$ cat config.mk
export PLATFORM = sky130hd
export DESIGN_NAME = Alu
export DESIGN_NICKNAME = d
export VERILOG_FILES = /design/src/common/cpu_consts.svh /design/src/common/CpuPackage.sv /design/src/verilog/Alu.sv
export SDC_FILE = /design/constraint.sdc
export NUM_CORES = 1
export LEC_CHECK = 0
export BUFFER_PORTS_ARGS = -buffer_cell sky130_fd_sc_hd__buf_2
export CAP_MARGIN = 20
export CORE_ASPECT_RATIO = 2
export CORE_UTILIZATION = 45
export DETAILED_ROUTE_END_ITERATION = 6
export PLACE_DENSITY = 0.68
export SLEW_MARGIN = 15
export SYNTH_ARGS = -nofsm -noshare
export SYNTH_HDL_FRONTEND = slang
export SYNTH_SLANG_ARGS = --single-unit
export TNS_END_PERCENT = 100
$ cat constraint.sdc
create_clock -name vclk -period 4
set_clock_uncertainty 0.05 [all_clocks]
set_input_delay 0.4 -clock vclk [all_inputs]
set_output_delay 0.4 -clock vclk [all_outputs]
set_load 0.01 [all_outputs]
$ cat src/common/cpu_consts.svh
`ifndef CPU_CONSTS_SVH
`define CPU_CONSTS_SVH

// Address map
`define RESET_VECTOR 32'd1024
`define DATA_BASE 32'd1024
`define DISPLAY_ADDRESS 32'd256
`define MEM_WORDS 1024
`define LINK_REG 5'd31

// Opcodes
`define OP_RTYPE 6'h00
`define OP_J 6'h02
`define OP_JAL 6'h03
`define OP_BEQ 6'h04
`define OP_BNE 6'h05
`define OP_BLEZ 6'h06
`define OP_BGTZ 6'h07
`define OP_ADDI 6'h08
`define OP_SLTI 6'h0a
`define OP_ANDI 6'h0c
`define OP_ORI 6'h0d
`define OP_XORI 6'h0e
`define OP_LW 6'h23
`define OP_SW 6'h2b

// Funct codes of R-type instructions
`define FN_SLL 6'h00
`define FN_SRL 6'h02
`define FN_SRA 6'h03
`define FN_JR 6'h08
`define FN_ADD 6'h20
`define FN_SUB 6'h22
`define FN_AND 6'h24
`define FN_OR 6'h25
`define FN_XOR 6'h26
`define FN_NOR 6'h27
`define FN_SLT 6'h2a

`endif
$ cat src/common/CpuPackage.sv
`default_nettype none

package CpuPackage;

	// Data, address and instruction words
	typedef logic [31:0] word_t;

	// Register index and shift amount fields
	typedef logic [4:0] regAddr_t;
	typedef logic [4:0] shamt_t;

	// Operations the ALU can perform
	typedef enum logic [3:0] {
		aluAdd,
		aluSub,
		aluAnd,
		aluOr,
		aluXor,
		aluNor,
		aluSlt,
		aluSll,
		aluSrl,
		aluSra,
		aluPass
	} aluOp_t;

	// Branch condition evaluated in execute
	typedef enum logic [2:0] {
		branchNone,
		branchEq,
		branchNe,
		branchLez,
		branchGtz,
		branchJump,
		branchJumpReg
	} branchMode_t;

	// Where the writeback value comes from
	typedef enum logic [1:0] {
		writeNone,
		writeAluResult,
		writeMemData,
		writeLinkAddress
	} writeSource_t;

	typedef enum logic [1:0] {
		memNone,
		memRead,
		memWrite
	} memOp_t;

endpackage

`default_nettype wire

$ cat src/verilog/Alu.sv
`default_nettype none

module Alu (
	input CpuPackage::word_t operandA,
	input CpuPackage::word_t operandB,
	input CpuPackage::shamt_t shamt,
	input CpuPackage::aluOp_t aluOp,
	output CpuPackage::word_t result,
	output logic isZero,
	output logic isPositive,
	output logic isNegative
);
	import CpuPackage::*;

	always_comb begin
		case (aluOp)
			aluAdd: result = operandA + operandB;
			aluSub: result = operandA - operandB;
			aluAnd: result = operandA & operandB;
			aluOr: result = operandA | operandB;
			aluXor: result = operandA ^ operandB;
			aluNor: result = ~(operandA | operandB);
			aluSlt: result = {31'd0, $signed(operandA) < $signed(operandB)};
			// Shifts act on the rt operand
			aluSll: result = operandB << shamt;
			aluSrl: result = operandB >> shamt;
			aluSra: result = word_t'($signed(operandB) >>> shamt);
			default: result = operandB;
		endcase
	end

	// Flags of the result, used by branches decoded as sub
	assign isZero = result == '0;
	assign isNegative = result[31];
	assign isPositive = !isZero && !result[31];

endmodule

`default_nettype wire

==> reports/results.ini, run 1 <==
[floorplanning]
start_util=0.459
dieHeight_um=223
ios=108
die-width_um=112
rows=80

[yosys]
syn-num-nets=1799
netlist_area_mm2=0.0110
synth_top_area_share=0.113
syn-instance-count=1625
ys_top_cells_by_count=nand2_1 (148), nor2_1 (135), a21oi_1 (124)
ys_types=84
yosys_warnings=0
avgSynthCellArea_um2=6.75
synthTopCellsByArea=ha_1 (11%), mux2i_1 (6.5%), mux4_2 (6.4%)
synthMostInstantiatedCell=nand2_1
ys_seq_area_frac=0
synth_top_area_cell=ha_1

[global_routing]
gr-usage-all-layers=0.737
grt_pass1_wl_mm=141
grt_start_max_net_pins=34
grt_pass1_vias=20200
overflow=298

[run_status]
stop_stage=5_1_grt
stop_error=[ERROR GRT-0116] Global routing finished with congestion. Check the congestion regions in the DRC Viewer.
status=did not finish

[placed_design]
dp_hpwl_mm=62.1
gp_congestion=1.22
portBuffers=108

[clocking]
hold_buffers=0

## metrics by stage
step | instances | hold WS (ns) | setup WS [ns] | instance area (µm²) | utilization
after detailed placement | 2565 | 1.38 | -1.09 | 16700 | 0.697
after global placement | 2565 | 1.37 | -1.10 | 16700 | 0.697
after floorplan | 1625 | 0.914 | -0.0831 | 11200 | -
after CTS | 2579 | 1.36 | -0.651 | 17300 | 0.723
## logic make-up after synthesis
kind of cell | synth area share
AOI/OAI and AO/OA | 0.360
and+or+nand+nor | 0.224
buffers and inverters | 0.0979
muxes | 0.176
adders and majority gates | 0.116
xor gates and xnor gates | 0.0255
## routing by layer
layer	overflow	global-route usage
met1	0	0.711
met2	169	0.955
met3	2	0.519
met4	127	0.818
met5	0	0.101
## repair_timing
action | CTS
pin swaps | 31
setup endpoints to repair | 15
gates resized for setup | 132
cloned | 0
buffers inserted | 15
endpoints found under the hold margin | 0
==> inputs of run 2 (changes only) <==
--- a/config.mk
+++ b/config.mk
@@ -7,10 +7,9 @@
 export LEC_CHECK = 0
 export BUFFER_PORTS_ARGS = -buffer_cell sky130_fd_sc_hd__buf_2
 export CAP_MARGIN = 20
-export CORE_ASPECT_RATIO = 2
-export CORE_UTILIZATION = 45
+export CORE_UTILIZATION = 30
 export DETAILED_ROUTE_END_ITERATION = 6
-export PLACE_DENSITY = 0.68
+export PLACE_DENSITY_LB_ADDON = 0.15
 export SLEW_MARGIN = 15
 export SYNTH_ARGS = -nofsm -noshare
 export SYNTH_HDL_FRONTEND = slang
==> constraint.sdc (replaced) <==
create_clock -name vclk -period 5.2
set_clock_uncertainty 0.05 [all_clocks]
set_input_delay 0.52 -clock vclk [all_inputs]
set_output_delay 0.52 -clock vclk [all_outputs]
set_load 0.01 [all_outputs]
==> run 2 against run 1 <==
Against the previous run:
- synthesized cell count did not move
- area after synthesis did not move
- the flow now finishes, with violations (design-rule violations)
==> reports/results.ini, run 2 <==
[run_status]
status=finished with violations
violations=design-rule violations

[yosys]
synthTopCellsByArea=ha_1 (11%), mux2i_1 (6.5%), mux4_2 (6.4%)
synthMostInstantiatedCell=nand2_1
synth_top_area_cell=ha_1
ys_seq_area_frac=0  ; unchanged
avgSynthCellArea_um2=6.75  ; unchanged
synth_top_area_share=0.113  ; unchanged
ys_types=84  ; unchanged
yosys_warnings=0  ; unchanged
netlist_area_mm2=0.0110  ; unchanged
ys_top_cells_by_count=nand2_1 (148), nor2_1 (135), a21oi_1 (124)
syn-num-nets=1799  ; unchanged
syn-instance-count=1625  ; unchanged

[timing]
slew_violations=0
fin_crit_ns=5.11
whs_ns=1.59
slew_headroom=0.362
final.setup.tns_ns=0
worst_pin_slew_ns=0.948
timing.final.crit_share=0.982
hold_viol=0
max_freq_ghz=0.196
setup_viol=0

[worst_setup_path]
path_max_fanout=14
worstSetupPathType=in2out
crit_path_start_kind=input port
cp.arrival_ns=4.54
crit_path_end_kind=output port
cp_cell_sequence=buf_6 -> buf_6 -> buf_4 -> mux2i_2 -> o22ai_1 -> a221o_1 -> o22a_1 -> a211oi_2 -> buf_4 -> nand4b_1 -> o32a_1 -> or4_1 -> a2111o_1 -> nor4_4 -> buf_4 -> and3_1 -> buf_2
slowest_stage=or4_1
path_common_cell=buf_4
cp.required_ns=4.63
cp_slowest_stage_delay_ns=0.57

[routing]
drt_iter0_markers=1906
wire_per_inst_um=30.2
drcViolationCount=10
drtAntennaViolNets=0
routed_wl_mm=71.4
vias_per_cell=6.47
dr.pass1.iters=7
num_vias=15300

[placed_design]
dp_hpwl_mm=59.4  ; -4.5%
gp_congestion=1.04  ; -15%
portBuffers=108  ; unchanged

[floorplanning]
start_util=0.306  ; -0.152
rows=69  ; -14%
die-width_um=193  ; +72%
fp.coreArea_mm2=0.0358
dieHeight_um=193  ; -13%
die-area_mm2=0.0374
ios=108  ; unchanged

[hold_path]
min_path_type=in2out

[layout]
layout_commonest_cell=buf_4
area_delta_synth_final_pct=29.5
regArea_um2=0
seq_cells=0
drive_gt1_frac=0.293
layout_common_cells=buf_4 (303), nand2_1 (147), nor2_1 (133)
num-nets-final=2079
multi_input_area_mm2=0.0102
clock_buffers=0
fillCellCount=3927
fin_util=0.397

[global_routing]
overflow=0
grt_pass1_wl_mm=103
gr-usage-all-layers=0.368
met2_usage=0.576
busiest_layer=met2
antenna_found_initial=1
grt_pass1_vias=14500
grt_start_max_net_pins=42
use_met3=0.0373
grt_use_met1=0.510

[pwr]
peakVddDrop_mv=0.0542
powerDensity_mw_per_mm2=123
total_power_mw=1.75
leakage_nw=6.05

[flow_run]
max_cap_violations=0

[clocking]
hold_buffers=0  ; unchanged

run 2: cell counts after synthesis:
No cell type changed its count.
run 2: path summary, 6_finish.rpt:
check / depth (start not counted) / start / to
max: 17 / shamt[1] / isZero
min: 5 / operandB[5] / result[5]
run 2: critical path: cells and delay by family:
| family | cells | cell delay (ns) |
|---|---|---|
| compound gates | 6 | 1.80 |
| buf+inv | 6 | 1.01 |
| mux | 1 | 0.25 |
| simple gates | 4 | 0.95 |
run 2: layer usage:
layer,routed length (µm),part of all wire,vias to the layer above
li1,-,-,6748
met1,30800,0.43,7467
met2,31100,0.43,929
met3,5960,0.083,151
met4,3640,0.051,0
met5,0,0,-
run 2: cell type report:
| class | instances | share of cell area |
|---|---|---|
| well taps | 461 | 0.0406 |
| inverters | 109 | 0.0288 |
| repair buffers | 424 | 0.216 |
| multi-input cells | 1370 | 0.715 |
| diodes | 1 | 0.000176 |
run 2: metrics by stage:
| stage | setup slack [ns] | instance area [µm²] | std cells |
|---|---|---|---|
| after CTS | 0.00900 | 14000 | 2363 |
| after floorplan | 0.563 | 11000 | 1625 |
| after global placement | -0.362 | 13900 | 2361 |
| after global routing | -0.0162 | 14200 | 2365 |
| final | 0.0944 | 14200 | 2365 |
| after detailed placement | -0.355 | 13900 | 2361 |
run 2: power by group:
part	switching (mW)	leakage [nW]	internal [mW]
sequential	0	0	0
clock	0	0.00000634	0.0000000258
combinational	1.06	6.05	0.688
total	1.06	6.05	0.688
run 2: kinds of logic after synthesis:
family | Yosys count | share of synthesized area
buffers and inverters | 255 | 0.0979
and+or+nand+nor | 510 | 0.224
muxes | 146 | 0.176
xor gates and xnor gates | 32 | 0.0255
AOI/OAI and AO/OA | 581 | 0.360
adders and majority gates | 101 | 0.116
run 2: what timing repair did:
| action | CTS | global route |
|---|---|---|
| setup buffers | 2 | 0 |
| pin swaps | 6 | 4 |
| setup endpoints to repair | 2 | 2 |
| gates resized for setup | 12 | 49 |
| endpoints found under the hold margin | 0 | 0 |
| gates cloned | 0 | 1 |
No activity file was read; power rests on OpenSTA's default activity.
