## config.mk

```make
export PLATFORM = sky130hd
export DESIGN_NAME = RegisterFile
export DESIGN_NICKNAME = d
export VERILOG_FILES = /design/src/common/cpu_consts.svh /design/src/common/CpuPackage.sv /design/src/verilog/RegisterFile.sv
export SDC_FILE = /design/constraint.sdc
export NUM_CORES = 2
export LEC_CHECK = 0
export BUFFER_PORTS_ARGS = -buffer_cell sky130_fd_sc_hd__buf_4
export CORE_MARGIN = 3
export CORE_UTILIZATION = 40
export DETAILED_ROUTE_END_ITERATION = 8
export SYNTH_ARGS = -nofsm -noshare
export SYNTH_HDL_FRONTEND = slang
export SYNTH_SLANG_ARGS = --single-unit
```

## constraint.sdc

```tcl
create_clock -name clk -period 3.3 [get_ports clk]
set_clock_uncertainty 0.05 [all_clocks]
set_input_delay 0.66 -clock clk [delete_from_list [all_inputs] [get_ports clk]]
set_output_delay 0.66 -clock clk [all_outputs]
set_load 0.005 [all_outputs]
```

## src/common/cpu_consts.svh

```systemverilog
`ifndef CPU_CONSTS_SVH
`define CPU_CONSTS_SVH

// Address map
`define RESET_VECTOR 32'd1024
`define DATA_BASE 32'd1024
`define DISPLAY_ADDRESS 32'd256
`define MEM_WORDS 1024
`define LINK_REG 5'd31

// Opcodes
`define OP_RTYPE 6'h00
`define OP_J 6'h02
`define OP_JAL 6'h03
`define OP_BEQ 6'h04
`define OP_BNE 6'h05
`define OP_BLEZ 6'h06
`define OP_BGTZ 6'h07
`define OP_ADDI 6'h08
`define OP_SLTI 6'h0a
`define OP_ANDI 6'h0c
`define OP_ORI 6'h0d
`define OP_XORI 6'h0e
`define OP_LW 6'h23
`define OP_SW 6'h2b

// Funct codes of R-type instructions
`define FN_SLL 6'h00
`define FN_SRL 6'h02
`define FN_SRA 6'h03
`define FN_JR 6'h08
`define FN_ADD 6'h20
`define FN_SUB 6'h22
`define FN_AND 6'h24
`define FN_OR 6'h25
`define FN_XOR 6'h26
`define FN_NOR 6'h27
`define FN_SLT 6'h2a

`endif
```

## src/common/CpuPackage.sv

```systemverilog
`default_nettype none

package CpuPackage;

	// Data, address and instruction words
	typedef logic [31:0] word_t;

	// Register index and shift amount fields
	typedef logic [4:0] regAddr_t;
	typedef logic [4:0] shamt_t;

	// Operations the ALU can perform
	typedef enum logic [3:0] {
		aluAdd,
		aluSub,
		aluAnd,
		aluOr,
		aluXor,
		aluNor,
		aluSlt,
		aluSll,
		aluSrl,
		aluSra,
		aluPass
	} aluOp_t;

	// Branch condition evaluated in execute
	typedef enum logic [2:0] {
		branchNone,
		branchEq,
		branchNe,
		branchLez,
		branchGtz,
		branchJump,
		branchJumpReg
	} branchMode_t;

	// Where the writeback value comes from
	typedef enum logic [1:0] {
		writeNone,
		writeAluResult,
		writeMemData,
		writeLinkAddress
	} writeSource_t;

	typedef enum logic [1:0] {
		memNone,
		memRead,
		memWrite
	} memOp_t;

endpackage

`default_nettype wire

```

## src/verilog/RegisterFile.sv

```systemverilog
`default_nettype none

module RegisterFile (
	input logic clk,
	input logic rst,
	input CpuPackage::regAddr_t rsAddress,
	input CpuPackage::regAddr_t rtAddress,
	input CpuPackage::regAddr_t writeAddress,
	input logic registerWrite,
	input CpuPackage::word_t writeData,
	output CpuPackage::word_t rsValue,
	output CpuPackage::word_t rtValue
);
	import CpuPackage::*;

	word_t registers [32];

	// Register zero is never written and stays at zero
	always_ff @(posedge clk or negedge rst) begin
		if (!rst) begin
			for (int i = 0; i < 32; i++) begin
				registers[i] <= '0;
			end
		end else if (registerWrite && writeAddress != '0) begin
			registers[writeAddress] <= writeData;
		end
	end

	// Write-through so writeback and decode can share a cycle
	function automatic word_t readPort(regAddr_t address);
		if (registerWrite && address != '0 && address == writeAddress)
			return writeData;
		return registers[address];
	endfunction

	always_comb begin
		rsValue = readPort(rsAddress);
		rtValue = readPort(rtAddress);
	end

endmodule

`default_nettype wire

```

; After elaboration in Yosys (flattened, before gate mapping)
; Cells that the tools add are included.
[word_totals]
inputBits = 50
regBits = 1024
out_inout_bits = 64
[classes]
magnitude_cmp = 4
bitwise_logic = 3
n_mux = 15
n_eq_ne = 2
reduce_logical = 9
[op_table]
columns = operator, n
row1 = $bwmux 1024, 1
row2 = $bmux 32 s5, 2
row3 = $mux 32, 9
row4 = $demux 32 s5, 1
row5 = $ge 6x6->1 const B, 3
row6 = $not 5->6, 3
row7 = $reduce_bool 5->1, 3
row8 = $eq 5x5->1, 2
row9 = $logic_and 1x1->1, 6
row10 = $lt 6x1->1 const B, 1
row11 = $mux 1, 2

; Longest topological paths before layout
[logic_depth]
depth_word = 6
mapped_depth = 9
mapped_depth_nobuf = 5

; Worst setup path before layout
; OpenSTA, ideal clock, no wires.
[synth_timing]
path_kind = input to output
start = input port rtAddress[1]
end = output port rtValue[0]
stages = 7
path_slack_ns = 0.398
arrival_ns = 2.192
t_required_ns = 2.590
n_path_buf = 3
path_cell_list = buf_2 buf_6 buf_2 mux4_2 mux2i_1 a21oi_1 o221a_2
[synth_between]
elab_chain_cells = 5
word_cells_on_any_way = 10
cone_classes = eq/ne (1) / mux (5) / bitwise (1) / reduce/logical (3)
[synth_lines]
columns = item, line
row1 = start: declaration, RegisterFile.sv:7  ; input CpuPackage::regAddr_t rtAddress,
row2 = $not 5->6 (not written as such) / $reduce_bool 5->1 (equally long branches), "RegisterFile.sv:33, RegisterFile.sv:31"
row3 = $bmux 32 s5 / $logic_and 1x1->1 (equally long branches), "RegisterFile.sv:33, RegisterFile.sv:31"
row4 = $mux 32 (not written as such) / $logic_and 1x1->1 (equally long branches), "RegisterFile.sv:33, RegisterFile.sv:31"
row5 = $mux 32 (not written as such) / $mux 1 (equally long branches), "RegisterFile.sv:33, RegisterFile.sv:31"
row6 = $mux 32 *, RegisterFile.sv:33  ; return registers[address];
row7 = end: declaration, RegisterFile.sv:12  ; output CpuPackage::word_t rtValue
; Every way passes the cells marked *; elsewhere a longest branch is shown, timed or not. The select of a mux whose other input is x is not followed.

; Final worst setup path
[layout_timing]
start = input port rsAddress[1]
end = output port rsValue[0]
[layout_between]
elab_chain_cells = 5
word_cells_on_any_way = 10
cone_classes = eq/ne (1) / mux (5) / bitwise (1) / reduce/logical (3)
[layout_lines]
columns = item, line
row1 = start: declaration, RegisterFile.sv:6  ; input CpuPackage::regAddr_t rsAddress,
row2 = $not 5->6 (not written as such) / $reduce_bool 5->1 (equally long branches), "RegisterFile.sv:33, RegisterFile.sv:31"
row3 = $bmux 32 s5 / $logic_and 1x1->1 (equally long branches), "RegisterFile.sv:33, RegisterFile.sv:31"
row4 = $mux 32 (not written as such) / $logic_and 1x1->1 (equally long branches), "RegisterFile.sv:33, RegisterFile.sv:31"
row5 = $mux 32 (not written as such) / $mux 1 (equally long branches), "RegisterFile.sv:33, RegisterFile.sv:31"
row6 = $mux 32 *, RegisterFile.sv:33
row7 = end: declaration, RegisterFile.sv:11  ; output CpuPackage::word_t rsValue,
; Marks and branches as above.

==> impl_metrics.py <==
metrics = {
    "power_and_ir_drop": {
        "leakagePower_uw": 0.02869,
        "p_int_uw": 28370,
        "p_comb_share_pct": 21.4,
        "p_sw_share_pct": 26.75,
        "seqPwrFrac_pct": 43.0,
        "peakVddDrop_mv": 0.4662,
        "p_clk_share_pct": 35.6,
        "p_sw_uw": 10360,
        "power_density_nw_per_um2": 580.3,
    },
    "final_layout": {
        "final_layout_size_suffix_gt1_share_pct": 59.60,
        "fin_nets": 4020,
        "largest_reg_flops": 1024,
        "finalInstanceArea_um2": 66750,
        "top_register": "registers",
        "area_growth_pct": 21.48,
        "top_regs": "registers x1024",
        "final_util_pct": 49.09,
        "stdcell_count": 5852,
    },
    "synth": {
        "postSynth.asyncResetShare_pct": 100.0,
        "synth.avg_cell_area_um2": 14.98,
        "synth_flop_cell": "dfrtp_1",
        "synth_area_leader_cell": "dfrtp_1",
        "synth.distinct_cells": 41,
        "syn-cell-area_um2": 54950,
        "yosysMostFrequentCell": "dfrtp_1",
        "yosysSeqAreaShare_pct": 46.63,
        "synth_top_area_share_pct": 46.63,
        "yosysWarnings": 0,
        "synth_seq_cells": 1024,
        "synth_edf_count": 0,
        "synth_nets": 3717,
        "syn_inst": 3667,
        "synth_common_cells": "dfrtp_1, mux2_2, mux4_2",
        "synth.area.top_cells": "dfrtp_1, mux4_2, mux2_2",
    },
    "timing": {
        "max_clock_freq_mhz": 300.5,
        "setup_tns_ns": -0.04328,
        "maxSlewViolCount": 0,
        "fin_crit_sh_pct": 100.9,
        "setup_violations": 3,
        "worst_slack_ns": -0.02810,
        "fin_crit_ns": 3.328,
        "grt_setup_unrepaired": "true",
        "slew_headroom_pct": 20.49,
        "worst_pin_slew_ns": 1.190,
        "hold_viol": 0,
    },
    "route": {
        "avgViaCountPerCell": 6.169,
        "wl_met1_um": 76720,
        "final_antenna_net_count": 0,
        "drtIter0Drc": 3329,
        "routed_wl_um": 176100,
        "wl_met3_um": 13520,
        "vias": 36103,
        "drt_pass1_iterations": 6,
        "wl_per_cell_um": 30.09,
        "wl_met2_um": 80390,
        "drc": 0,
        "top_layer": "met5",
    },
    "critical_path": {
        "worstSetupEndpoint": "rsValue[0]",
        "startpoint": "rsAddress[1]",
        "cp_slowest_cell": "a311oi_4",
        "cp_data_arrival_time_ns": 2.62,
        "crit_path_start_kind": "input port",
        "critical_path_peak_fanout": 7,
        "worst_path_most_repeated_cell": "buf_4",
        "r2r_slack_ns": 2.38,
        "r2r-end": "registers[256]",
        "crit_path_end_kind": "primary output",
        "max_stage_delay_ns": 0.34,
        "rr_startpoint": "registers[256]",
        "crit_path_cell_trace": "buf_16, buf_8, xor2_1, nor4_2, buf_4, a31oi_4, buf_12, nor3b_4, a311oi_4, buf_4, buf_6",
        "worst_r2r_path_depth": 2,
        "path_class": "in2out",
        "required_ns": 2.59,
    },
    "global_route": {
        "first_global_vias": 37153,
        "grt_usage_pct": 24.64,
        "grt-ovfl-total": 0,
        "grt_pass1_wl_um": 257500,
        "antenna_found_initial": 8,
        "grt_start_max_net_pins": 93,
    },
    "min_path": {
        "hp-class": "in2reg",
    },
    "die": {
        "core_um2": 136000,
        "initial_core_util_pct": 40.41,
        "die_w_um": 376.6,
        "rows": 135,
        "die_area_um2": 141900,
        "ios": 114,
        "die_y_um": 376.6,
    },
    "cts": {
        "root_buffer": "clkbuf_16",
        "numCtsBuffers": 116,
        "cts_tree": "yes",
        "path_clk_slew_ns": 0.06,
        "cts.htree.levels": 3,
        "insertion_delay_ns": 0.73,
        "clk_path_buf_depth": 3,
        "cts_num_sinks": 1024,
    },
    "run_status": {
        "violations": "setup timing",
        "status": "finished with violations",
    },
    "placement": {
        "gp_congestion": 0.8211,
        "portBuffers": 113,
        "dp_hpwl_um": 109900,
        "dp_slack_ns": -0.2832,
        "placed_area_um2": 60700,
        "dp.cells": 5530,
    },
    "job": {
        "drv_cap": 0,
    },
}
metrics by stage:
stage	hold WS, ns	power, uW
floorplan	0.3144	21970
global placement	0.3271	24430
detailed placement	0.3323	24680
CTS	0.2131	38750
global route	0.2692	40400
finish	0.2770	38740
worst min-delay path by stage:
stage,from,endpoint,slack (ns),depth (start not counted)
final,writeData[19],registers[563],0.28,2
after global routing,writeData[19],registers[563],0.27,2
after CTS,writeData[19],registers[563],0.21,2
after detailed placement,registers[1021],registers[1021],0.33,0
after global placement,registers[994],registers[994],0.33,0
after floorplan,rst,registers[0],0.31,0
layout by cell type, fill, tap and decap left out, types with 21 or more instances in the layout:
cell type and instances:
o22ai_1 59, clkbuf_1 23, mux4_2 508, clkbuf_16 124
mux2_2 949, buf_4 448, nand2_1 39, buf_12 97
o21ai_1 25, buf_6 29, buf_16 28, dfrtp_1 1024
mux2_1 21, a211oi_2 38, o221a_2 27, a21oi_1 57
o21ai_0 60, a211oi_1 84, nor2b_1 117, mux2i_1 65
clkbuf_8 23
metal layers:
metal	vias to the layer above	global-route usage (%)
met4	4	7.542
met3	255	4.893
li1	14856	-
met2	1317	37.89
met5	-	0
met1	19671	35.36
area by class of cell:
type	count	area (um2)
diodes	4	10.01
clock buffers	164	3356
clock inverters	51	696.9
fillers	11493	69220
inverters	4	15.01
multi-input cells	2206	28090
flip-flops and latches	1024	25620
well taps	1781	2228
repair buffers	618	6733
worst max-delay path, delay by kind of cell:
kind	cells	cell delay, ns
xor gates and xnor gates	1	0.16
AOI/OAI and AO/OA	2	0.46
and+or+nand+nor	2	0.43
buffers and inverters	6	0.89
cells by family (layout without fill, tap and decap cells):
group	count (synthesis)	in the layout	share of synthesized area, %
AO/OA/AOI/OAI	409	409	5.173
buffers and inverters	437	837	3.650
AND/OR/NAND/NOR	241	241	2.441
XOR/XNOR	8	8	0.1275
multiplexers	1548	1548	41.97
other	0	4	0
flip-flops	1024	1024	46.63
power by group through the flow:
| stage | clock network (uW) | registers (uW) | logic [uW] |
|---|---|---|---|
| finish | 13800 | 16700 | 8290 |
| detailed placement | 0 | 16800 | 7880 |
| global route | 14500 | 16900 | 8900 |
| global placement | 0 | 16700 | 7740 |
| floorplan | 0 | 16200 | 5770 |
| CTS | 14100 | 16600 | 8100 |
what timing repair did:
action / CTS / global route
hold buffers: 1 / 0
buffers inserted: 35 / 63
endpoints found under the setup margin: 60 / 64
cloned: 7 / 6
pin swaps: 20 / 31
gates resized for setup: 94 / 113
endpoints found under the hold margin: 32 / 0
No activity file was read; power rests on OpenSTA's default activity.
