===== config.mk =====
export PLATFORM = sky130hd
export DESIGN_NAME = BranchUnit
export DESIGN_NICKNAME = d
export VERILOG_FILES = /design/src/common/CpuPackage.sv /design/src/verilog/BranchUnit.sv
export VERILOG_INCLUDE_DIRS = /design/src /design/src/common
export SDC_FILE = /design/constraint.sdc
export NUM_CORES = 1
export LEC_CHECK = 0
export ABC_AREA = 0
export BUFFER_PORTS_ARGS = -buffer_cell sky130_fd_sc_hd__buf_2
export CAP_MARGIN = 25
export CORE_MARGIN = 2
export CORE_UTILIZATION = 25
export CTS_CLUSTER_SIZE = 8
export DETAILED_ROUTE_END_ITERATION = 8
export PLACE_DENSITY = 0.56
export SETUP_SLACK_MARGIN = 0.1
export SYNTH_ARGS = -nofsm -noshare
export SYNTH_HDL_FRONTEND = slang
export SYNTH_SLANG_ARGS = --single-unit

===== constraint.sdc =====
create_clock -name clk -period 2.1 [get_ports clk]
set_clock_uncertainty 0.1 [all_clocks]
set_input_delay 0.42 -clock clk [delete_from_list [all_inputs] [get_ports clk]]
set_output_delay 0.42 -clock clk [all_outputs]
set_load 0.01 [all_outputs]

===== src/common/cpu_consts.svh =====
`ifndef CPU_CONSTS_SVH
`define CPU_CONSTS_SVH

// Address map
`define RESET_VECTOR 32'd1024
`define DATA_BASE 32'd1024
`define DISPLAY_ADDRESS 32'd256
`define MEM_WORDS 1024
`define LINK_REG 5'd31

// Opcodes
`define OP_RTYPE 6'h00
`define OP_J 6'h02
`define OP_JAL 6'h03
`define OP_BEQ 6'h04
`define OP_BNE 6'h05
`define OP_BLEZ 6'h06
`define OP_BGTZ 6'h07
`define OP_ADDI 6'h08
`define OP_SLTI 6'h0a
`define OP_ANDI 6'h0c
`define OP_ORI 6'h0d
`define OP_XORI 6'h0e
`define OP_LW 6'h23
`define OP_SW 6'h2b

// Funct codes of R-type instructions
`define FN_SLL 6'h00
`define FN_SRL 6'h02
`define FN_SRA 6'h03
`define FN_JR 6'h08
`define FN_ADD 6'h20
`define FN_SUB 6'h22
`define FN_AND 6'h24
`define FN_OR 6'h25
`define FN_XOR 6'h26
`define FN_NOR 6'h27
`define FN_SLT 6'h2a

`endif

===== src/common/CpuPackage.sv =====
`default_nettype none

package CpuPackage;

	// Data, address and instruction words
	typedef logic [31:0] word_t;

	// Register index and shift amount fields
	typedef logic [4:0] regAddr_t;
	typedef logic [4:0] shamt_t;

	// Operations the ALU can perform
	typedef enum logic [3:0] {
		aluAdd,
		aluSub,
		aluAnd,
		aluOr,
		aluXor,
		aluNor,
		aluSlt,
		aluSll,
		aluSrl,
		aluSra,
		aluPass
	} aluOp_t;

	// Branch condition evaluated in execute
	typedef enum logic [2:0] {
		branchNone,
		branchEq,
		branchNe,
		branchLez,
		branchGtz,
		branchJump,
		branchJumpReg
	} branchMode_t;

	// Where the writeback value comes from
	typedef enum logic [1:0] {
		writeNone,
		writeAluResult,
		writeMemData,
		writeLinkAddress
	} writeSource_t;

	typedef enum logic [1:0] {
		memNone,
		memRead,
		memWrite
	} memOp_t;

endpackage

`default_nettype wire


===== src/verilog/BranchUnit.sv =====
`default_nettype none
`include "cpu_consts.svh"

module BranchUnit (
	input logic clk,
	input logic rst,
	input CpuPackage::branchMode_t branchMode,
	input CpuPackage::word_t branchPc,
	input CpuPackage::word_t offset,
	input logic [25:0] jumpTarget,
	input CpuPackage::word_t jumpRegister,
	input logic isZero,
	input logic isPositive,
	input logic isNegative,
	output CpuPackage::word_t pcAddress
);
	import CpuPackage::*;

	word_t sequentialPc;
	word_t branchTarget;
	word_t jumpAddress;
	word_t nextPc;
	logic taken;

	assign sequentialPc = branchPc + 32'd4;
	assign branchTarget = sequentialPc + {offset[29:0], 2'b00};
	assign jumpAddress = {sequentialPc[31:28], jumpTarget, 2'b00};

	always_comb begin
		case (branchMode)
			branchEq: taken = isZero;
			branchNe: taken = !isZero;
			branchLez: taken = isZero || isNegative;
			branchGtz: taken = isPositive;
			branchJump: taken = 1'b1;
			branchJumpReg: taken = 1'b1;
			default: taken = 1'b0;
		endcase
	end

	// Fetch runs two words ahead of execute, which gives the two delay slots
	always_comb begin
		if (!taken)
			nextPc = pcAddress + 32'd4;
		else if (branchMode == branchJump)
			nextPc = jumpAddress;
		else if (branchMode == branchJumpReg)
			nextPc = jumpRegister;
		else
			nextPc = branchTarget;
	end

	always_ff @(posedge clk or negedge rst) begin
		if (!rst)
			pcAddress <= `RESET_VECTOR;
		else
			pcAddress <= nextPc;
	end

	assert property (@(posedge clk) disable iff (!rst) pcAddress[1:0] == 2'b00)
		else $error("PC %h is not word-aligned", pcAddress);

endmodule

`default_nettype wire


**Yosys cells after proc, flatten, opt, wreduce, memory -nomap -nowiden**

Cells that the tools add are included.

- Muxes and demuxes: 4
- Add/subtract/negate cells: 3
- Reductions and logical operators: 3
- Eq/ne operators: 6

Operators by type and width:

| operator | number |
|---|---|
| two-way mux 32 bit | 3 |
| adder 32 x 3 -> 32 bit (second input constant) | 2 |
| adder 32 bit | 1 |
| == test 3 bit (second input constant) | 3 |
| == test 3 x 2 -> 1 bit (second input constant) | 2 |
| case mux 1 bit (5 select lines) | 1 |
| == test 3 x 1 -> 1 bit (second input constant) | 1 |
| OR reduction 2 bit | 1 |
| logical NOT 1 bit | 1 |
| logical OR 1 bit | 1 |

- Input port bits: 130
- Flip-flop bits (word level): 32

**Logic depth before layout (Yosys ltp)**

- Word-level depth: 5
- Mapped depth: 16
- Gate-level depth less buffers: 14

**Worst setup path before layout**

Ideal clock, no wire load.

- Path type: input-to-reg
- Start: input port branchPc[5]
- End: register pcAddress[30]
- Arrival: 3118 ps
- Setup time: 132 ps
- Stages: 14
- Path buffers: 1
- Setup slack: -1251 ps
- Cells stage by stage: nand3_1 -> nor4_2 -> nand4_1 -> xnor2_1 -> ha_1 -> buf_6 -> a21o_1 -> a21o_1 -> a221oi_2 -> o21ai_2 -> o2111a_1 -> or3_1 -> a21oi_1 -> o22ai_1

- Longest elaborated chain between the ends: 5

Ends and longest elaborated chain:

| what | line | text |
|---|---|---|
| from (decl) | BranchUnit.sv:8 | `input CpuPackage::word_t branchPc,` |
| adder 32 x 3 -> 32 bit * | BranchUnit.sv:25 | `assign sequentialPc = branchPc + 32'd4;` |
| adder 32 bit | BranchUnit.sv:26 | `assign branchTarget = sequentialPc + {offset[29:0], 2'b00};` |
| two-way mux 32 bit | BranchUnit.sv:47 | `else if (branchMode == branchJumpReg)` |
| two-way mux 32 bit * | BranchUnit.sv:45 | `else if (branchMode == branchJump)` |
| two-way mux 32 bit * | BranchUnit.sv:43 | `if (!taken)` |
| net nextPc[30] | BranchUnit.sv:22 | `word_t nextPc;` |
| to (signal assigned) | BranchUnit.sv:55 | `` pcAddress <= `RESET_VECTOR; `` |
| to (signal assigned) | BranchUnit.sv:57 | `pcAddress <= nextPc;` |
| to (decl) | BranchUnit.sv:15 | `output CpuPackage::word_t pcAddress` |

The timed path passes the listed nets; every way through them passes the cells marked *.

**Worst setup path in the final report**

- Start: input port branchPc[6]
- End: register pcAddress[26]

- Longest elaborated chain between the ends: 5

Ends and longest elaborated chain:

| what | line |
|---|---|
| adder 32 x 3 -> 32 bit | BranchUnit.sv:25 |
| adder 32 bit | BranchUnit.sv:26 |
| two-way mux 32 bit | BranchUnit.sv:47 |
| two-way mux 32 bit | BranchUnit.sv:45 |
| two-way mux 32 bit | BranchUnit.sv:43 |
| net nextPc[26] | BranchUnit.sv:22 |

The timed path passes the listed nets, and every way through them passes these cells.

==> impl_results.md <==
* Worst vdd ir at 0.3389 mV
* Max-cap violations at 0
* Post-Place Cells at between 1,000 and 1,500
* Element type at the critical path end: flop
* Pre-antenna DRT Iters at 5
* Port bufs at 159
* Die W at about 140 µm
* H-tree Lvls at 2
* Area delta synth->final at 89.45%
* Vias at roughly 5,800
* Setup ws final at -1023 ps
* Post-synthesis cell type count at ~70
* Die footprint at roughly 19,000 µm²
* Total congestion overflow at 0
* Layout Nets at 1,133
* Synth top area share at 17.31%
* CP required at 2130 ps
* Actual slew at the worst max-slew pin at around 600 ps
* Final Hold Vio Count at 0
* Leading registers by flop count: pcAddress: 32 flops
* Adder-cell area share of the yosys netlist at a little over a tenth
* Non-filler instance count after layout at ~1,200
* Via density at approximately 4.8
* Class of the worst hold path: input port to async pin
* Clock Path Buffers at 2
* Top-count cell post-synth: nand2_1
* Clock Sink Count at 32
* Critical Path Start Type: input port
* WL/cell at between 15 and 20 µm
* TNS Setup at -17,650 ps
* Ys async rst share at 100.0%
* Yosys reg bits at 32
* CTS buffer count at 5
* HPWL Detailed at roughly 15,000 µm
* Worst skew pair latency at 280 ps
* Residual DRC count at 0
* FP Rows at 48
* Fin area at approximately 8500 µm²
* Final Max Slew Viols at 0
* Largest family of logic cells by synthesized area: compound AO/OA/AOI/OAI gates
* PD cells at 511.1 nW/µm²
* Antenna Violating Nets Remaining at 0
* XOR/XNOR share of the synthesized area at 15.05%
* FMAX at around 320 MHz
* Simple logic cell fraction of the synthesized area at approximately a quarter
* Main flop type after synthesis: dfrtp_1
* Routed WL at 18,230 µm
* Placed instance area at between 7000 and 8000 µm²
* Core Region at approximately 17,000 µm²
* Initial Utilization at around 26%
* CTS Hold Bufs at 0
* Final setup fails at 26
* Yosys Warn Count at 0
* Rel. slew slack at about 59%
* First-pass GRT wire length at approximately 28,000 µm
* RSZ-0062 raised after global routing: yes
* Compound-Gate Fraction of Synth Area at a little over a quarter
* Crit-path max FO at 4
* RePlAce Congestion at 0.9181
* Clk Tree Root Cell: clkbuf_16
* Crit path time final at roughly 3100 ps
* Vias in the first global route at 5,626
* Boundary Pins at 162
* Leak Pwr at a little under 0.004 µW
* Clock Pin Slew Worst Setup and Hold Paths at about 50 ps
* Pre-CTS WS at -1396 ps
* Cell Area, Synth at around 4500 µm²
* Sequential cell area fraction in the yosys report at 17.90%
* Critical path arrival at between 3000 and 4000 ps
* EDFF count, synth at 0
* Mux share of post-synthesis cell area at 1.117%
* Synth top cells by count: 71 x nand2_1, 44 x nor2_1, 40 x xnor2_1
* Largest area contributor in the netlist: dfrtp_1
* Ranking of synthesized cells by area: dfrtp_1 17%, ha_1 10%, xnor2_1 7.8%, xor2_1 7.2%, nand2_1 5.9%
* Initial antenna violation count at 4
* Gr usage total at 18.44%
* Largest net degree at the start of global routing at 33
* Status: finished with violations
* Tcrit/Tclk final at 148.7%
* Share of layout cells above drive strength 1 at between 50% and 60%
* Largest register by flop count: pcAddress
* Syn_nets at 752
* Critical path type: input port to flop
* Failing checks: setup timing
* Number of flip-flops in the largest register at 32
* Initial DRC count at a little under 300
* Die height at 137.9 µm
* CTS tree: done
* Syn Area/Cell at 7.661 µm²
* Synthesized instance count at 585
-- final timing paths --
path	slack (ps)	end	startpoint	cells past startpoint
worst max-delay path	-1020	pcAddress[26]	branchPc[6]	15
worst min-delay path	70	pcAddress[2]	rst	2
worst max register to register	-280	pcAddress[31]	pcAddress[10]	8
worst min register to register	370	pcAddress[0]	pcAddress[0]	2
max in group asynchronous	1490	pcAddress[10]	rst	2
min in group clk	300	pcAddress[22]	jumpRegister[22]	3
-- layer usage --
layer,global-route usage (%),vias to the layer above,routed length (µm),share of wire [%]
met5,0,-,0,0
met4,4.649,0,217,1.2
met2,31.85,141,8947,49
met3,1.791,12,814,4.5
met1,24.64,2642,8247,45
li1,-,2958,-,-
-- critical path, cell delays in order --
cell and delay (ps):
buf_8 70, and3_4 220, nand2_2 90, or3_4 440, buf_4 160, xnor2_2 140
ha_4 160, a21o_1 170, a211o_1 300, a31oi_1 160, nor2_1 80, o21a_1 130
a221oi_2 270, xor2_1 240, a221oi_1 110
-- kinds of logic (layout without fill, tap and decap cells) --
| kind of cell | Yosys count | in the layout |
|---|---|---|
| flops | 32 | 32 |
| mux | 5 | 5 |
| compound gates | 176 | 176 |
| fa+ha+maj | 37 | 37 |
| buf+inv | 34 | 416 |
| other cells | 0 | 4 |
| xor+xnor | 77 | 77 |
| simple gates | 224 | 224 |
-- cells in the final DEF, fill, tap and decap left out, types with 6 or more instances in the layout --
cell type and instances:
xnor2_1 29, a21oi_1 24, and3_1 6, o21ai_0 10, a211oi_2 6, nand2_2 8, buf_2 145, buf_4 214
a21o_1 14, o211ai_1 12, xnor2_2 10, xor2_2 6, a21oi_2 9, ha_1 24, o22ai_1 15, dfrtp_1 31
ha_4 7, nand2_1 61, and4_1 8, nor2_1 34, inv_1 7, nor2_4 8, o21ai_1 11, o21ai_2 7
nand4_1 20, buf_6 32, and2_1 7, xor2_1 31, nand3_1 24
-- cell type report --
| type | count | area [µm²] |
|---|---|---|
| fillers | 1668 | 8926 |
| multi-input cells | 519 | 4390 |
| repair buffers | 398 | 2823 |
| flip-flops and latches | 32 | 802.0 |
| well taps | 225 | 281.5 |
| clock buffers | 8 | 146.4 |
| inverters | 10 | 37.54 |
| diodes | 4 | 10.01 |
-- stage by stage --
stage                     power [µW]  hold slack [ps]  utilization [%]
after floorplan                 2031            24.41                -
after CTS                       4179            85.78            46.21
after global routing            4654            115.3            48.75
after detailed placement        3202            361.1            41.43
after global placement          3184            353.7            41.43
final                           4340            66.62            48.75
-- power by group --
group | switching (µW) | total [µW] | leakage [µW] | internal (µW)
clock network | 255 | 727 | 0.0000712 | 472
registers | 139 | 917 | 0.000370 | 779
logic | 1280 | 2700 | 0.00342 | 1420
total | 1670 | 4340 | 0.00386 | 2670
-- timing repair --
| item | 4_1_cts | 5_1_grt |
|---|---|---|
| hold endpoints to repair | 0 | 0 |
| pin swaps | 87 | 58 |
| setup endpoints to repair | 27 | 28 |
| gates resized for setup | 115 | 63 |
| setup buffers | 23 | 16 |
(Power assumes the default switching activity.)
