$ cat config.mk
export PLATFORM = sky130hd
export DESIGN_NAME = MemoryRouter
export DESIGN_NICKNAME = d
export VERILOG_FILES = /design/src/common/CpuPackage.sv /design/src/memory/MemoryRouter.sv
export VERILOG_INCLUDE_DIRS = /design/src /design/src/common
export SDC_FILE = /design/constraint.sdc
export NUM_CORES = 1
export LEC_CHECK = 0
export BUFFER_PORTS_ARGS = -buffer_cell sky130_fd_sc_hd__buf_2
export CORE_AREA = 3 3 128 130
export CTS_CLUSTER_SIZE = 28
export DETAILED_ROUTE_END_ITERATION = 6
export DIE_AREA = 0 0 131 133
export SKIP_LAST_GASP = 1
export SYNTH_ARGS = -nofsm -noshare
export SYNTH_HDL_FRONTEND = slang
export SYNTH_SLANG_ARGS = --single-unit
$ cat constraint.sdc
create_clock -name clk -period 2.45 [get_ports clk]
set_input_delay 0.245 -clock clk [delete_from_list [all_inputs] [get_ports clk]]
set_output_delay 0.245 -clock clk [all_outputs]
set_load 0.03 [all_outputs]
$ cat src/common/cpu_consts.svh
`ifndef CPU_CONSTS_SVH
`define CPU_CONSTS_SVH

// Address map
`define RESET_VECTOR 32'd1024
`define DATA_BASE 32'd1024
`define DISPLAY_ADDRESS 32'd256
`define MEM_WORDS 1024
`define LINK_REG 5'd31

// Opcodes
`define OP_RTYPE 6'h00
`define OP_J 6'h02
`define OP_JAL 6'h03
`define OP_BEQ 6'h04
`define OP_BNE 6'h05
`define OP_BLEZ 6'h06
`define OP_BGTZ 6'h07
`define OP_ADDI 6'h08
`define OP_SLTI 6'h0a
`define OP_ANDI 6'h0c
`define OP_ORI 6'h0d
`define OP_XORI 6'h0e
`define OP_LW 6'h23
`define OP_SW 6'h2b

// Funct codes of R-type instructions
`define FN_SLL 6'h00
`define FN_SRL 6'h02
`define FN_SRA 6'h03
`define FN_JR 6'h08
`define FN_ADD 6'h20
`define FN_SUB 6'h22
`define FN_AND 6'h24
`define FN_OR 6'h25
`define FN_XOR 6'h26
`define FN_NOR 6'h27
`define FN_SLT 6'h2a

`endif
$ cat src/common/CpuPackage.sv
`default_nettype none

package CpuPackage;

	// Data, address and instruction words
	typedef logic [31:0] word_t;

	// Register index and shift amount fields
	typedef logic [4:0] regAddr_t;
	typedef logic [4:0] shamt_t;

	// Operations the ALU can perform
	typedef enum logic [3:0] {
		aluAdd,
		aluSub,
		aluAnd,
		aluOr,
		aluXor,
		aluNor,
		aluSlt,
		aluSll,
		aluSrl,
		aluSra,
		aluPass
	} aluOp_t;

	// Branch condition evaluated in execute
	typedef enum logic [2:0] {
		branchNone,
		branchEq,
		branchNe,
		branchLez,
		branchGtz,
		branchJump,
		branchJumpReg
	} branchMode_t;

	// Where the writeback value comes from
	typedef enum logic [1:0] {
		writeNone,
		writeAluResult,
		writeMemData,
		writeLinkAddress
	} writeSource_t;

	typedef enum logic [1:0] {
		memNone,
		memRead,
		memWrite
	} memOp_t;

endpackage

`default_nettype wire

$ cat src/memory/MemoryRouter.sv
`default_nettype none
`include "cpu_consts.svh"

module MemoryRouter (
	input logic clk,
	input logic rst,
	input logic externalMemoryControl,
	input CpuPackage::word_t externalAddress,
	input CpuPackage::word_t externalData,
	input CpuPackage::memOp_t externalMemOp,
	output CpuPackage::word_t externalDataOut,
	input CpuPackage::word_t cpuAddress,
	input CpuPackage::word_t cpuWriteData,
	input CpuPackage::memOp_t cpuMemOp,
	output CpuPackage::word_t memAddress,
	output CpuPackage::word_t memWriteData,
	output CpuPackage::memOp_t memOp,
	input CpuPackage::word_t memReadData,
	output CpuPackage::word_t cpuReadData,
	output CpuPackage::word_t displayValue
);
	import CpuPackage::*;

	word_t busAddress;
	word_t busWriteData;
	memOp_t busOp;
	logic inRam;
	logic readWasRam;
	word_t routedReadData;

	// External bus takes over and the CPU request is dropped
	assign busAddress = externalMemoryControl ? externalAddress : cpuAddress;
	assign busWriteData = externalMemoryControl ? externalData : cpuWriteData;
	assign busOp = externalMemoryControl ? externalMemOp : cpuMemOp;

	assign inRam = busAddress >= `DATA_BASE;
	assign memAddress = busAddress;
	assign memWriteData = busWriteData;
	assign memOp = inRam ? busOp : memNone;

	always_ff @(posedge clk or negedge rst) begin
		if (!rst) begin
			readWasRam <= 1'b0;
			displayValue <= '0;
		end else begin
			// RAM data comes back a cycle later
			readWasRam <= inRam && busOp == memRead;
			if (busOp == memWrite && busAddress == `DISPLAY_ADDRESS)
				displayValue <= busWriteData;
		end
	end

	// Peripheral reads return zero
	assign routedReadData = readWasRam ? memReadData : '0;
	assign cpuReadData = routedReadData;
	assign externalDataOut = externalMemoryControl ? routedReadData : '0;

endmodule

`default_nettype wire

Word level (Yosys, flattened, before mapping)

Index checks and enable logic that the tools add are counted.

Flip-flop bits (word level): 33
Latch bits: 0
RAM bits: 0
ROM bits: 0
Input port bits: 167
Output and inout port bits: 162
Memories kept: 0

Add/sub/neg operators: 0
Multipliers: 0
Divide/modulo/power cells: 0
$lt $le $gt $ge: 1
Equality and inequality tests: 3
Shift operators: 0
Muxes and demuxes: 6
Bitwise operators: 0
Reduce and logical (&&, ||, !) cells: 2

Operators by type and width:

| cell                                                                                   | number |
|---|---|
| 32-bit two-way mux                                                                     | 4 |
| 32-bit by 9-bit equality test with 1-bit output (second input constant)                | 1 |
| 32-bit by 11-bit greater-or-equal comparator with 1-bit output (second input constant) | 1 |
| 2-bit two-way mux                                                                      | 2 |
| 2-bit by 1-bit equality test with 1-bit output (second input constant)                 | 1 |
| 2-bit equality test (second input constant)                                            | 1 |
| 1-bit logical AND                                                                      | 2 |

Depth between registers and ports, before layout

Gate-level depths: netlist (run 1).

Word-level depth: 3
Depth in mapped cells: 8
Depth with buffers taken out: 5

Worst setup path after synthesis (run 1)

Ideal clock, no wire load.

Path type: input to output
Start point: input port externalMemoryControl
End point: output port memOp[0]
Data arrival time: 1.752 ns
Required time: 2.205 ns
Setup slack: 0.453 ns
Cell stages on the path: 7
Path through: buf_6 buf_2 buf_2 buf_2 buf_2 nand2_1 a21oi_1

Cells in the longest elaborated chain, start to end: 3

Ends and longest elaborated chain:

| element                                                                         | line               | text |
|---|---|---|
| from (decl)                                                                     | MemoryRouter.sv:7  | `input logic externalMemoryControl,` |
| 32-bit two-way mux                                                              | MemoryRouter.sv:32 | `assign busAddress = externalMemoryControl ? externalAddress : cpuAddress;` |
| 32-bit by 11-bit greater-or-equal comparator with 1-bit output (no source line) | --                 |  |
| 2-bit two-way mux (*)                                                           | MemoryRouter.sv:39 | `assign memOp = inRam ? busOp : memNone;` |
| to (decl)                                                                       | MemoryRouter.sv:17 | `output CpuPackage::memOp_t memOp,` |

Mark *: on every way between the ends. The rest lies on a longest branch, timed or not.

Worst setup path after layout (run 1)

Start point: input port externalMemoryControl
End point: output port memOp[1]

The elaborated chain is that of the path after synthesis.

==> impl_metrics.toml, run 1 <==
[sta]
fmax_mhz = 471
relSlewSlack_pct = 51.1
finalHoldViolations = 0
fin_crit_sh_pct = 86.6
clock_skew_ns = 0
finalSetupViolCount = 0
rsz0062_at_grt = "false"
setup_tns_ns = 0
fin_hold_ws_ns = 0.0318
worst_slew_pin_slew_ns = 0.734
final.setup.worst_slack_ns = 0.327
slew_viol_final = 0
min_period_ns = 2.12

[clocking]
cts.sinks = 33
clock_tree.buffer_depth = 2
hold_buffers = 0
htree_levels = 2
cts_setup_buffers = 0
ctsResizeCount = 0
clk_pin_slew_worst_paths_ns = 0.05
cts_root_buf = "clkbuf_16"
cts_tree = "built"
cts_buffers = 5
insertion_delay_ns = 0.27

[synth]
ys_seq_area_share_pct = 29.5
yosys_warnings = 0
syn_inst = 253
synthAdderAreaFrac_pct = 0
synthTopCellsByArea = "dfrtp_1 (30%), mux2_2 (25%), mux2_4 (17%), and3_1 (7.6%), and2_1 (7.4%)"
synth.area.mux_share_pct = 43.3
synth_top_family_by_area = "multiplexers"
synth_nets = 420
synth_edf_count = 0
syn-cell-area_um2 = 2800
yosys.area.top_type_share_pct = 29.5
ys_types = 27
synth-seq-cells = 33
synth_xor_xnor_area_share_pct = 0
synth_compound_area_share_pct = 1.92
synth.largest_area_cell = "dfrtp_1"
synth-simple-area-share_pct = 20.8
async_reset_ff_share_pct = 100
syn_avg_cell_area_um2 = 11.1
synth_flop_cell = "dfrtp_1"

[critical_path]
cp_cell_sequence = "buf_4, buf_4, a22oi_1, nor4_2, and2_1, nor2_1, buf_2"
endpoint_kind = "output port"
path_buf_inv = 3
start_kind = "input port"
required_ns = 2.20
slowest_stage = "buf_4"
cp_top_family = "buffers and inverters"
crit_type = "in -> out"
worstPathArrival_ns = 1.88
rrSetupSlack_ns = 1.68
critical_path.max_fanout = 46
cp_common_cell = "buf_4"
max_stage_delay_ns = 0.42

[layout]
drive_gt1_share_pct = 76.9
fin_cells = 783
diodes = 0
fillers = 1624
final_nets = 739
syn_to_final_growth_pct = 71.2
final_util_pct = 31.4

[placement]
gp_congestion = 0.833
port_buffers = 328
hpwl_um = 9190
place_ws_ns = 0.164
placedCellCount = 776

[floorplanning]
core_um2 = 15300
start_util_pct = 18.3
die_w_um = 131
fp.dieArea_um2 = 17400
io_pins = 329
die_h_um = 133
rows = 45

[grt]
grt.total_usage_pct = 10.9
antenna_found_initial = 0
grt_max_degree = 65
first_global_vias = 3067
gr-total-overflow = 0
grt_pass1_wl_um = 15300

[power_and_ir_drop]
p_per_area_nw_per_um2 = 400
ir_drop_mv = 0.251
leakage_uw = 0.00292

[detailed_routing]
drtAntennaViolNets = 0
avgRoutedWirePerCell_um = 13.7
via_per_inst = 4.08
drc_errors = 0
dr.pass1.iters = 4
via_count = 3191
drt_wl_total_um = 10800
first_iter_violations = 97

[job]
cap_viol_max_count = 0

[worst_hold_path]
hold_path.class = "in -> async"

[outcome]
status = "finished clean"
state kept, by name, indices dropped and copies added, names as in the netlist:
register and flops:
readWasRam 1, displayValue 32
layer usage:
layer	share of wire (%)	track usage (%)	wire (µm)	vias up
li1	-	-	-	1558
met1	38	12.5	4110	1443
met2	52	20.6	5600	186
met3	9.1	2.34	982	4
met4	0.58	1.89	62	0
met5	0	0	0	-
synthesized netlist by cell type, types with 2 or more instances:
master,n
mux2_2,62
and3_1,34
and2_1,33
dfrtp_1,33
mux2_4,32
clkbuf_1,10
buf_2,7
nor4_1,7
nor2_1,5
buf_6,4
nor3_1,4
nand2_1,3
a21oi_1,2
mux2_1,2
nor3b_1,2
nor4b_1,2
through the flow:
stage,total power [µW],area [µm²]
5_1_grt,2020,4790
6_report,1910,4790
4_1_cts,1950,4790
2_1_floorplan,1010,2800
3_3_place_gp,1310,4640
3_5_place_dp,1310,4640
cell type report:
class	instances	area (µm²)	share of cell area [%]
Sequential cell	33	826	17.2
Multi-Input combinational cell	197	1850	38.6
Clock inverter	1	7.51	0.157
Clock buffer	6	139	2.90
Tap cell	211	264	5.51
Timing Repair Buffer	334	1700	35.5
Inverter	1	3.75	0.0784
report_power, final:
group          switching (µW)  total [µW]  internal, µW  leakage, µW
clock                     220         618           398    0.0000690
combinational             461         748           287      0.00239
sequential              0.229         547           547     0.000460
total                     682        1910          1230      0.00292
cells in the final DEF (no fill, tap or decap), drive strengths merged:
master and n:
nor4 8, and3 34, inv 1, nand3 1, dfrtp 33, mux2 96
a21oi 2, nand2 3, o41ai 1, o22a 1, nor4b 2, buf 334
nor2 5, o221a 1, nor3b 2, clkinvlp 1, nand4 1, a22oi 1
and2 33, mux2i 1, or4 1, nor3 4, clkbuf 6
path summary, 6_finish.rpt:
kind / startpoint / endpoint / cells after the start
setup / recovery: externalMemoryControl / memOp[1] / 7
hold reg to reg: displayValue[30]$_DFFE_PN0P_ / displayValue[30]$_DFFE_PN0P_ / 1
min in group clk: cpuMemOp[1] / readWasRam$_DFF_PN0_ / 3
max in group asynchronous: rst / displayValue[29]$_DFFE_PN0P_ / 1
hold / removal: rst / displayValue[12]$_DFFE_PN0P_ / 1
setup reg to reg: displayValue[31]$_DFFE_PN0P_ / displayValue[31]$_DFFE_PN0P_ / 1
cell families (layout without fill, tap and decap cells):
group / after synthesis / after routing
multiplexers: 97 / 97
AO/OA/AOI/OAI: 6 / 6
flip-flops: 33 / 33
AND/OR/NAND/NOR: 94 / 94
buffers and inverters: 23 / 342
Power figures use the tool's default switching activity.
==> run 2: changes to the inputs <==
PLACE_DENSITY_LB_ADDON = 0.08   (was not set)
==> run 2 against run 1 <==
Effect of this change: clock skew did not move; worst setup slack better by 0.038 ns; critical endpoint unchanged; wire length increased by 9.3%; sequential power about the same; largest cell class unchanged; register-to-register slack about the same; critical path depth unchanged.
==> impl_metrics.toml, run 2 (same netlist as run 1, synthesis figures left out) <==
[clocking]
cts_root_buf = "clkbuf_16"
insertion_delay_ns = 0.27
cts_tree = "built"
hold_buffers = 0
clk_pin_slew_worst_paths_ns = 0.05
ctsResizeCount = 0
cts.sinks = 33
cts_buffers = 5
clock_tree.buffer_depth = 2
cts_setup_buffers = 0
htree_levels = 2

[power_and_ir_drop]
ir_drop_mv = 0.208
p_switching_uw = 693
pwr-share-clk_pct = 31.7
p_per_area_nw_per_um2 = 399
p_int_uw = 1210
leakage_uw = 0.00291
sequentialPowerShare_pct = 28.7
fin_total_pwr_uw = 1900
p_sw_share_pct = 36.4
power.share.combinational_pct = 39.5

[floorplanning]
core_um2 = 15300
die_h_um = 133
die_w_um = 131
rows = 45
io_pins = 329
start_util_pct = 18.3
fp.dieArea_um2 = 17400

[layout]
largest_register = "displayValue"
layout.area.seq_um2 = 826
mostFrequentLayoutCells = "buf_2 (327), mux2_2 (62), and3_1 (34)"
syn_to_final_growth_pct = 70.7
largest_reg_flops = 32
diodes = 0
final_common_cell = "buf_2"
reg.largest.list = "displayValue x32, readWasRam x1"
final_nets = 738
drive_gt1_share_pct = 76.6
fillers = 1629
multiInputGateArea_um2 = 1850

[critical_path]
endpoint_kind = "output port"
worstPathArrival_ns = 1.84
crit_type = "in -> out"
reg2regPathDepth = 1
cp_top_family = "simple AND/OR/NAND/NOR gates"
rrSetupSlack_ns = 1.68
max_stage_delay_ns = 0.36
required_ns = 2.20
slowest_stage = "mux2_2"
critical_path.max_fanout = 9
r2r_start = "displayValue[30]$_DFFE_PN0P_"
start_kind = "input port"
r2r_end = "displayValue[30]$_DFFE_PN0P_"
cp_cell_sequence = "buf_4, mux2_2, nor4_1, o221a_2, and2_1, nor2_1, buf_2"
path_buf_inv = 2

[sta]
setup_tns_ns = 0
finalHoldViolations = 0
fmax_mhz = 480
worst_slew_pin_slew_ns = 0.813
clock_skew_ns = 0
relSlewSlack_pct = 45.8
slew_viol_final = 0
fin_crit_sh_pct = 85.1
rsz0062_at_grt = "false"
finalSetupViolCount = 0
min_period_ns = 2.08

[job]
cap_viol_max_count = 0

[outcome]
status = "finished clean"

[grt]
grt.total_usage_pct = 12.3
antenna_found_initial = 0
grt_max_degree = 65
grt_pass1_wl_um = 16900
first_global_vias = 3315
gr-total-overflow = 0

[detailed_routing]
drt_wl_total_um = 11800
drtAntennaViolNets = 0
via_count = 3199
via_per_inst = 4.09
avgRoutedWirePerCell_um = 15.0
dr.pass1.iters = 4
drc_errors = 0
first_iter_violations = 48

[worst_hold_path]
hold_path.class = "in -> async"

[placement]
port_buffers = 328
gp_congestion = 0.756
hpwl_um = 9900
[run 2: per-stage QoR]
step	util, %	area (µm²)	setup slack, ns	hold slack [ns]	cells
after global routing	31.3	4770	0.196	0.139	783
after detailed placement	30.4	4630	0.268	0.397	775
after floorplan	-	2800	0.453	-0.0506	253
final	31.3	4770	0.366	0.0676	783
after global placement	30.4	4630	0.364	0.381	775
after CTS	31.3	4770	0.394	0.0996	783
[run 2: power groups by stage]
stage | clock [µW] | combinational [µW] | sequential, µW
5_1_grt | 658 | 811 | 546
6_report | 604 | 752 | 547
3_3_place_gp | 0 | 761 | 556
2_1_floorplan | 0 | 458 | 556
4_1_cts | 635 | 762 | 547
3_5_place_dp | 0 | 761 | 556
[run 2: layer usage]
| layer | share of wire, % | up-vias | GRT usage, % |
|---|---|---|---|
| met1 | 37 | 1466 | 12.9 |
| met2 | 54 | 170 | 24.5 |
| li1 | - | 1558 | - |
| met5 | 0 | - | 0 |
| met4 | 0.46 | 0 | 1.77 |
| met3 | 8.7 | 5 | 2.99 |
[run 2: worst max path at each step]
stage,startpoint,end,slack [ns],depth (start not counted)
3_5_place_dp,externalMemoryControl,displayValue[30]$_DFFE_PN0P_,0.27,7
3_3_place_gp,externalMemoryControl,displayValue[30]$_DFFE_PN0P_,0.36,7
5_1_grt,externalMemoryControl,memOp[1],0.20,8
6_report,externalMemoryControl,memOp[1],0.37,7
2_1_floorplan,externalMemoryControl,memOp[0],0.45,7
4_1_cts,externalMemoryControl,memOp[1],0.39,7
[run 2: layout make-up]
cell class | count | area share (%)
timing repair buffer | 333 | 35.5
tap | 211 | 5.53
clock inverter | 1 | 0.157
multi-input combinational | 197 | 38.7
sequential | 33 | 17.3
clock buffer | 7 | 2.78
inverter | 1 | 0.0786
